<file path="src/design/mips_pkg.sv">
// Shared MIPS widths and encodings; little-endian lanes only, SIZE_NONE means no memory access
package mips_pkg;

    // ISA widths
    localparam int unsigned XLEN        = 32;
    localparam int unsigned BYTE_LANES  = 4;
    localparam int unsigned WORD_ADDR_W = 30;

    // Sequential fetch increment
    localparam int unsigned PC_STEP = 4;

    // First address of the kernel-only segments
    localparam logic [XLEN-1:0] KSEG0_START = 32'h8000_0000;

    // Memory access size, NONE when the instruction does not touch memory
    typedef enum logic [1:0] {
        SIZE_NONE = 2'd0,
        SIZE_BYTE = 2'd1,
        SIZE_HALF = 2'd2,
        SIZE_WORD = 2'd3
    } access_size_e;

    // Jump target source
    typedef enum logic [1:0] {
        JUMP_NONE = 2'd0,
        JUMP_IMM  = 2'd1,
        JUMP_REG  = 2'd2,
        JUMP_EPC  = 2'd3
    } jump_sel_e;

    // Conditional branch kinds, all judged from the ALU compare flags
    typedef enum logic [2:0] {
        BRC_NONE = 3'd0,
        BRC_EQ   = 3'd1,
        BRC_NEQ  = 3'd2,
        BRC_GTZ  = 3'd3,
        BRC_GEZ  = 3'd4,
        BRC_LTZ  = 3'd5,
        BRC_LEZ  = 3'd6
    } branch_type_e;

    // Codes 3'd7 of branch_type_e are unused and behave like BRC_NONE
    // Word address drops the two byte-offset bits
    // XLEN and WORD_ADDR_W must stay consistent with BYTE_LANES

endpackage

</file>
<file path="src/design/access_decode.sv">
// EX-side load/store decode; lane k is byte offset k, adel/ades only when size is not SIZE_NONE
`timescale 1ns/1ns

module access_decode (
    input  logic [mips_pkg::XLEN-1:0]        addr,
    input  logic [mips_pkg::XLEN-1:0]        store_data,
    input  mips_pkg::access_size_e           size,
    input  logic                             is_store,
    input  logic                             is_kernel_mode,
    output logic [mips_pkg::WORD_ADDR_W-1:0] word_addr,
    output logic [mips_pkg::BYTE_LANES-1:0]  write_en,
    output logic [mips_pkg::XLEN-1:0]        write_data,
    output logic                             adel,
    output logic                             ades
);

    logic [1:0]                      byte_offset;
    logic [mips_pkg::BYTE_LANES-1:0] lane_mask;
    logic                            misaligned;
    logic                            kseg_violation;
    logic                            addr_error;

    assign word_addr   = addr[mips_pkg::XLEN-1:2];
    assign byte_offset = addr[1:0];

    // Move the operand up to its first lane, 8 bits per byte of offset
    assign write_data = store_data << {byte_offset, 3'b000};

    // Lane enables and alignment per access size
    always_comb begin
        lane_mask  = '0;
        misaligned = 1'b0;
        case (size)
            mips_pkg::SIZE_BYTE: begin
                lane_mask = {{(mips_pkg::BYTE_LANES-1){1'b0}}, 1'b1} << byte_offset;
            end
            mips_pkg::SIZE_HALF: begin
                if (byte_offset[0]) begin
                    misaligned = 1'b1;
                end else begin
                    lane_mask = byte_offset[1] ? 4'b1100 : 4'b0011;
                end
            end
            mips_pkg::SIZE_WORD: begin
                if (byte_offset != 2'd0) begin
                    misaligned = 1'b1;
                end else begin
                    lane_mask = '1;
                end
            end
            default: lane_mask = '0;
        endcase
    end

    // User code may not reach kseg0 and above
    assign kseg_violation = !is_kernel_mode && (addr >= mips_pkg::KSEG0_START);

    assign addr_error = (size != mips_pkg::SIZE_NONE) && (misaligned || kseg_violation);
    assign adel       = addr_error && !is_store;
    assign ades       = addr_error && is_store;

    // Faulting stores never reach memory
    assign write_en = (is_store && !ades) ? lane_mask : '0;

endmodule

</file>
<file path="src/design/branch_resolve.sv">
// Next-PC selection in EX; jumps win over branches, untaken branches still report the target
`timescale 1ns/1ns

module branch_resolve (
    input  logic [mips_pkg::XLEN-1:0] pc,
    input  logic [mips_pkg::XLEN-1:0] inst,
    input  logic [mips_pkg::XLEN-1:0] rs_data,
    input  logic [mips_pkg::XLEN-1:0] epc,
    input  logic                      alu_is_zero,
    input  logic                      alu_is_greater_zero,
    input  mips_pkg::jump_sel_e       jump_sel,
    input  mips_pkg::branch_type_e    branch_type,
    output logic [mips_pkg::XLEN-1:0] next_addr,
    output logic                      is_non_sequential
);

    logic [mips_pkg::XLEN-1:0] pc_next;
    logic [mips_pkg::XLEN-1:0] branch_offset;
    logic [mips_pkg::XLEN-1:0] branch_target;
    logic                      branch_taken;

    assign pc_next = pc + mips_pkg::PC_STEP;

    // Word offset from the 16-bit immediate
    assign branch_offset = {{(mips_pkg::XLEN-18){inst[15]}}, inst[15:0], 2'b00};
    assign branch_target = pc_next + branch_offset;

    // Condition from the compare flags only
    always_comb begin
        case (branch_type)
            mips_pkg::BRC_EQ:  branch_taken = alu_is_zero;
            mips_pkg::BRC_NEQ: branch_taken = !alu_is_zero;
            mips_pkg::BRC_GTZ: branch_taken = alu_is_greater_zero && !alu_is_zero;
            mips_pkg::BRC_GEZ: branch_taken = alu_is_greater_zero || alu_is_zero;
            mips_pkg::BRC_LTZ: branch_taken = !alu_is_greater_zero && !alu_is_zero;
            mips_pkg::BRC_LEZ: branch_taken = !alu_is_greater_zero || alu_is_zero;
            default:           branch_taken = 1'b0;
        endcase
    end

    always_comb begin
        next_addr         = branch_target;
        is_non_sequential = branch_taken;
        case (jump_sel)
            mips_pkg::JUMP_IMM: begin
                // Region bits come from the delay-slot PC
                next_addr         = {pc_next[mips_pkg::XLEN-1:28], inst[25:0], 2'b00};
                is_non_sequential = 1'b1;
            end
            mips_pkg::JUMP_REG: begin
                next_addr         = rs_data;
                is_non_sequential = 1'b1;
            end
            mips_pkg::JUMP_EPC: begin
                // Exception return
                next_addr         = epc;
                is_non_sequential = 1'b1;
            end
            default: begin
                next_addr         = branch_target;
                is_non_sequential = branch_taken;
            end
        endcase
    end

endmodule

</file>
<file path="src/design/load_align.sv">
// MEM-side load extraction; assumes the offset was already checked for alignment in EX
`timescale 1ns/1ns

module load_align (
    input  logic [mips_pkg::XLEN-1:0] raw_data,
    input  logic [1:0]                byte_offset,
    input  mips_pkg::access_size_e    size,
    input  logic                      load_se,
    output logic [mips_pkg::XLEN-1:0] load_data
);

    logic [7:0]                  sel_byte;
    logic [mips_pkg::XLEN/2-1:0] sel_half;
    logic                        byte_fill;
    logic                        half_fill;

    // Lane k holds byte offset k
    assign sel_byte = raw_data[{byte_offset, 3'b000} +: 8];

    // Upper halfword for offset 2, lower for offset 0
    assign sel_half = byte_offset[1] ? raw_data[mips_pkg::XLEN-1:mips_pkg::XLEN/2]
                                     : raw_data[mips_pkg::XLEN/2-1:0];

    // Fill bit is the sign only for signed loads
    assign byte_fill = load_se && sel_byte[7];
    assign half_fill = load_se && sel_half[mips_pkg::XLEN/2-1];

    always_comb begin
        case (size)
            mips_pkg::SIZE_BYTE: begin
                load_data = {{(mips_pkg::XLEN-8){byte_fill}}, sel_byte};
            end
            mips_pkg::SIZE_HALF: begin
                load_data = {{(mips_pkg::XLEN/2){half_fill}}, sel_half};
            end
            mips_pkg::SIZE_WORD: begin
                load_data = raw_data;
            end
            default: begin
                // No access, word passes unchanged
                load_data = raw_data;
            end
        endcase
    end

endmodule

</file>
<file path="src/design/mips_mem_pipe.sv">
// EX-to-MEM load/store and branch slice; memory returns read data one cycle after mem_addr
`timescale 1ns/1ns

module mips_mem_pipe (
    input  logic                             clk,
    input  logic                             rst_b,
    input  mips_pkg::access_size_e           access_size,
    input  logic                             is_store,
    input  logic                             load_se,
    input  logic                             is_kernel_mode,
    input  logic [mips_pkg::XLEN-1:0]        alu_out,
    input  logic [mips_pkg::XLEN-1:0]        rt_data,
    input  logic [mips_pkg::XLEN-1:0]        pc,
    input  logic [mips_pkg::XLEN-1:0]        inst,
    input  logic [mips_pkg::XLEN-1:0]        rs_data,
    input  logic [mips_pkg::XLEN-1:0]        epc,
    input  logic                             alu_is_zero,
    input  logic                             alu_is_greater_zero,
    input  mips_pkg::jump_sel_e              jump_sel,
    input  mips_pkg::branch_type_e           branch_type,
    input  logic [mips_pkg::XLEN-1:0]        mem_rdata,
    output logic [mips_pkg::WORD_ADDR_W-1:0] mem_addr,
    output logic [mips_pkg::BYTE_LANES-1:0]  mem_write_en,
    output logic [mips_pkg::XLEN-1:0]        mem_wdata,
    output logic [mips_pkg::XLEN-1:0]        next_addr,
    output logic                             is_non_sequential,
    output logic [mips_pkg::XLEN-1:0]        load_data,
    output logic                             load_valid,
    output logic                             adel_excpt,
    output logic                             ades_excpt
);

    // EX-side exception flags
    logic adel_ex;
    logic ades_ex;

    // EX/MEM stage register
    mips_pkg::access_size_e size_q;
    logic                   is_store_q;
    logic                   adel_q;
    logic                   ades_q;
    logic                   load_se_q;
    logic [1:0]             offset_q;

    access_decode u_access_decode (
        .addr           (alu_out),
        .store_data     (rt_data),
        .size           (access_size),
        .is_store       (is_store),
        .is_kernel_mode (is_kernel_mode),
        .word_addr      (mem_addr),
        .write_en       (mem_write_en),
        .write_data     (mem_wdata),
        .adel           (adel_ex),
        .ades           (ades_ex)
    );

    branch_resolve u_branch_resolve (
        .pc                  (pc),
        .inst                (inst),
        .rs_data             (rs_data),
        .epc                 (epc),
        .alu_is_zero         (alu_is_zero),
        .alu_is_greater_zero (alu_is_greater_zero),
        .jump_sel            (jump_sel),
        .branch_type         (branch_type),
        .next_addr           (next_addr),
        .is_non_sequential   (is_non_sequential)
    );

    always_ff @(posedge clk or negedge rst_b) begin
        if (!rst_b) begin
            size_q     <= mips_pkg::SIZE_NONE;
            is_store_q <= 1'b0;
            adel_q     <= 1'b0;
            ades_q     <= 1'b0;
        end else begin
            size_q     <= access_size;
            is_store_q <= is_store;
            adel_q     <= adel_ex;
            ades_q     <= ades_ex;
        end
    end

    // Extraction controls follow the access into MEM
    always_ff @(posedge clk) begin
        load_se_q <= load_se;
        offset_q  <= alu_out[1:0];
    end

    load_align u_load_align (
        .raw_data    (mem_rdata),
        .byte_offset (offset_q),
        .size        (size_q),
        .load_se     (load_se_q),
        .load_data   (load_data)
    );

    // A faulting load returns nothing
    assign load_valid = (size_q != mips_pkg::SIZE_NONE) && !is_store_q && !adel_q;
    assign adel_excpt = adel_q;
    assign ades_excpt = ades_q;

endmodule

</file>
<file path="config.mk">
export PLATFORM = sky130hd
export DESIGN_NAME = mips_mem_pipe
export DESIGN_NICKNAME = d
export VERILOG_FILES = /design/src/design/mips_pkg.sv /design/src/design/access_decode.sv /design/src/design/branch_resolve.sv /design/src/design/load_align.sv /design/src/design/mips_mem_pipe.sv
export SDC_FILE = /design/constraint.sdc
export NUM_CORES = 1
export LEC_CHECK = 0
export BUFFER_PORTS_ARGS = -buffer_cell sky130_fd_sc_hd__buf_2
export CORE_AREA = 2 2 146 148
export CTS_CLUSTER_SIZE = 40
export DETAILED_ROUTE_END_ITERATION = 8
export DIE_AREA = 0 0 148 150
export MAX_ROUTING_LAYER = met4
export PLACE_DENSITY_LB_ADDON = 0.3
export REMOVE_ABC_BUFFERS = 1
export SETUP_SLACK_MARGIN = 0.1
export SYNTH_ARGS = -nofsm -noshare
export SYNTH_HDL_FRONTEND = slang
export SYNTH_SLANG_ARGS = --single-unit
</file>
<file path="constraint.sdc">
create_clock -name clk -period 13.4 [get_ports clk]
set_clock_uncertainty 0.2 [all_clocks]
set_input_delay 2.68 -clock clk [delete_from_list [all_inputs] [get_ports clk]]
set_output_delay 2.68 -clock clk [all_outputs]
set_load 0.01 [all_outputs]
</file>
==> flow_metrics.py <==
metrics = {
    "critical_path": {
        "cp-end-kind": "primary output",
        "worstSetupPathType": "in -> out",
        "start_kind": "primary input",
        "cp_slowest_cell": "mux4_2",
        "path_cells": "buf_2 > ha_1 > and4_1 > nand3_1 > nor2_1 > nand2_1 > xnor2_1 > ha_1 > nand4_1 > nor3_1 > o2111ai_1 > and3_1 > o21a_1 > xnor2_1 > mux4_2 > buf_2",
        "path_buf_inv": 2,
        "cpPeakStageDelay_ps": 460,
        "cp_data_arrival_time_ps": 6490,
        "worst-path-max-fanout": 8,
        "cp.required_ps": 10520,
        "path_delay_family": "simple AND/OR/NAND/NOR gates",
    },
    "clock_tree": {
        "clk_path_buf_depth": 2,
        "clock_sinks": 8,
        "htreeDepth": 1,
        "cts-buffers-inserted": 3,
        "path_clk_slew_ps": 40,
        "cts_resized": 0,
        "cts_root_buffer": "clkbuf_16",
        "holdBufCountCts": 0,
        "post-cts-setup-buffer-count": 0,
        "cts_tree": "built",
    },
    "sta": {
        "fmax_mhz": 107,
        "period_minus_slack_ps": 9370,
        "setup-violations-final": 0,
        "max_slew_margin": 0.457,
        "fin_hold_ws_ps": 2050,
        "hold_viol": 0,
        "rsz0062_at_grt": "false",
        "tightest_slew_ps": 815,
        "finalSetupTns_ps": 0,
        "slew_viol_final": 0,
        "fin_crit_sh": 0.699,
        "layout_setup_ws_ps": 4030,
    },
    "placement": {
        "numPortBuffers": 307,
        "place_congestion": 0.930,
        "dp_hpwl_um": 17500,
        "dp_slack_ps": 4030,
        "dpl-instance-area_sq_um": 6250,
    },
    "detailed_routing": {
        "vias_per_cell": 4.89,
        "ant_nets": 0,
        "drc": 0,
        "firstDrtPassIters": 5,
        "wl_um": 20200,
        "dr.first_iter.drc_count": 293,
        "wire_per_inst_um": 17.3,
        "vias": 5698,
    },
    "yosys": {
        "syn_area_sq_um": 4750,
        "ys_seq_area_frac": 0.0389,
        "synthArstFlopShare": 0.625,
        "synth_cells": 642,
        "synthDistinctLibCells": 70,
        "synthFlopType": "dfrtp_1",
        "ys_seq_elements": 8,
        "avgSynthCellArea_sq_um": 7.41,
        "yosysWarnings": 0,
        "synth_edf_count": 0,
    },
    "layout": {
        "finalInstanceArea_sq_um": 6340,
        "n_fill_cell": 2326,
        "areaGrowthSynthToFinish_pct": 33.3,
        "fin_nets": 1166,
        "drive_above_1_share": 0.394,
    },
    "power": {
        "power_mw": 0.340,
        "p_per_area_nw_per_um2": 53.7,
        "peakVddDrop_mv": 0.0359,
        "leakage_nw": 3.14,
    },
    "floorplanning": {
        "fp-row-count": 53,
        "die_x_um": 148,
        "die_height_um": 150,
        "die-area_sq_um": 22200,
        "initial_utilization": 0.230,
        "core_sq_um": 20700,
        "pin_count": 372,
    },
    "hold_path": {
        "min_path_type": "in -> async",
    },
    "grt": {
        "grt_use_total": 0.173,
        "grt_pass1_wl_um": 29400,
        "grt_antenna_before_repair": 1,
        "grt_overflow_total": 0,
        "grt_pass1_vias": 5210,
        "grt_max_degree": 43,
    },
    "run": {
        "drv_cap": 0,
    },
    "status": {
        "outcome": "finished, final reports clean",
    },
}
registers in the layout (all words and copies together), names as in the netlist:
register / count
adel_excpt: 1
ades_excpt: 1
is_store_q: 1
load_se_q: 1
offset_q: 2
size_q: 2
where the power goes:
part | switching [mW] | total (mW) | internal [mW] | leakage (nW)
clock network | 0.0121 | 0.0518 | 0.0397 | 0.0382
logic | 0.142 | 0.262 | 0.120 | 3.02
registers | 0.00149 | 0.0270 | 0.0255 | 0.0862
through the flow:
| stage | utilization | cells |
|---|---|---|
| global route | 0.306 | 1166 |
| detailed placement | 0.302 | 1161 |
| finish | 0.306 | 1166 |
| global placement | 0.302 | 1161 |
| floorplan | - | 577 |
| CTS | 0.306 | 1165 |
cells in the final DEF, fill, tap and decap left out, types with 17 or more instances in the layout:
cell,count
buf_2,307
nand2_1,60
o21ai_0,56
a21oi_1,50
nor2_1,37
xnor2_1,36
ha_1,36
inv_1,34
mux2i_1,30
mux4_2,24
nand3_1,19
xor2_1,17
layout make-up:
type                       count  area [sq um]  area share
clock buffer                   4          78.8      0.0124
sequential                     8           185      0.0292
antenna                        1          2.50    0.000395
timing repair buffer         309          1550       0.245
multi-input combinational    534          4040       0.638
tap                          275           344      0.0543
inverter                      35           131      0.0207
cell usage after synthesis (all sizes together) (3+ instances only):
cell type / count / area share
nand2: 60 / 0.047
o21ai: 58 / 0.061
a21oi: 50 / 0.053
buf: 41 / 0.062
nor2: 37 / 0.029
ha: 36 / 0.095
xnor2: 36 / 0.066
inv: 34 / 0.027
mux2i: 30 / 0.063
clkbuf: 24 / 0.022
mux4: 24 / 0.11
nand3: 20 / 0.022
xor2: 17 / 0.031
nand4: 14 / 0.018
nor2b: 14 / 0.018
a21o: 13 / 0.021
and2: 11 / 0.014
a22o: 10 / 0.018
nor3: 10 / 0.013
o21a: 10 / 0.016
a211oi: 9 / 0.014
and3: 8 / 0.011
and4: 7 / 0.013
o211ai: 6 / 0.0095
dfrtp: 5 / 0.026
mux2: 5 / 0.012
a31oi: 4 / 0.0053
o31ai: 4 / 0.0063
a2111oi: 3 / 0.0055
dfxtp: 3 / 0.013
nand2b: 3 / 0.0039
how the worst max path moves through the flow:
stage	startpoint	to	slack (ps)	cells after the start
3_5_place_dp	pc[2]	next_addr[27]	4030	16
5_1_grt	pc[2]	next_addr[27]	3780	16
3_3_place_gp	pc[2]	next_addr[27]	4030	16
6_report	pc[2]	next_addr[27]	4030	16
4_1_cts	pc[2]	next_addr[27]	4010	16
2_1_floorplan	pc[2]	next_addr[27]	4980	14
cell families after synthesis:
group / count (synthesis) / synth area share
multiplexers: 59 / 0.189
AND/OR/NAND/NOR: 194 / 0.207
AO/OA/AOI/OAI: 190 / 0.253
adder cells (fa/ha/maj): 37 / 0.0989
flip-flops: 8 / 0.0389
buffers and inverters: 100 / 0.111
XOR/XNOR: 54 / 0.103
routing by layer:
metal	vias to the layer above	track usage	part of all wire
met2	252	0.271	0.45
met3	7	0.0439	0.091
li1	2839	-	-
met1	2600	0.233	0.46
met5	-	-	0
met4	0	0.0162	0.0045
(Power assumes the default switching activity.)
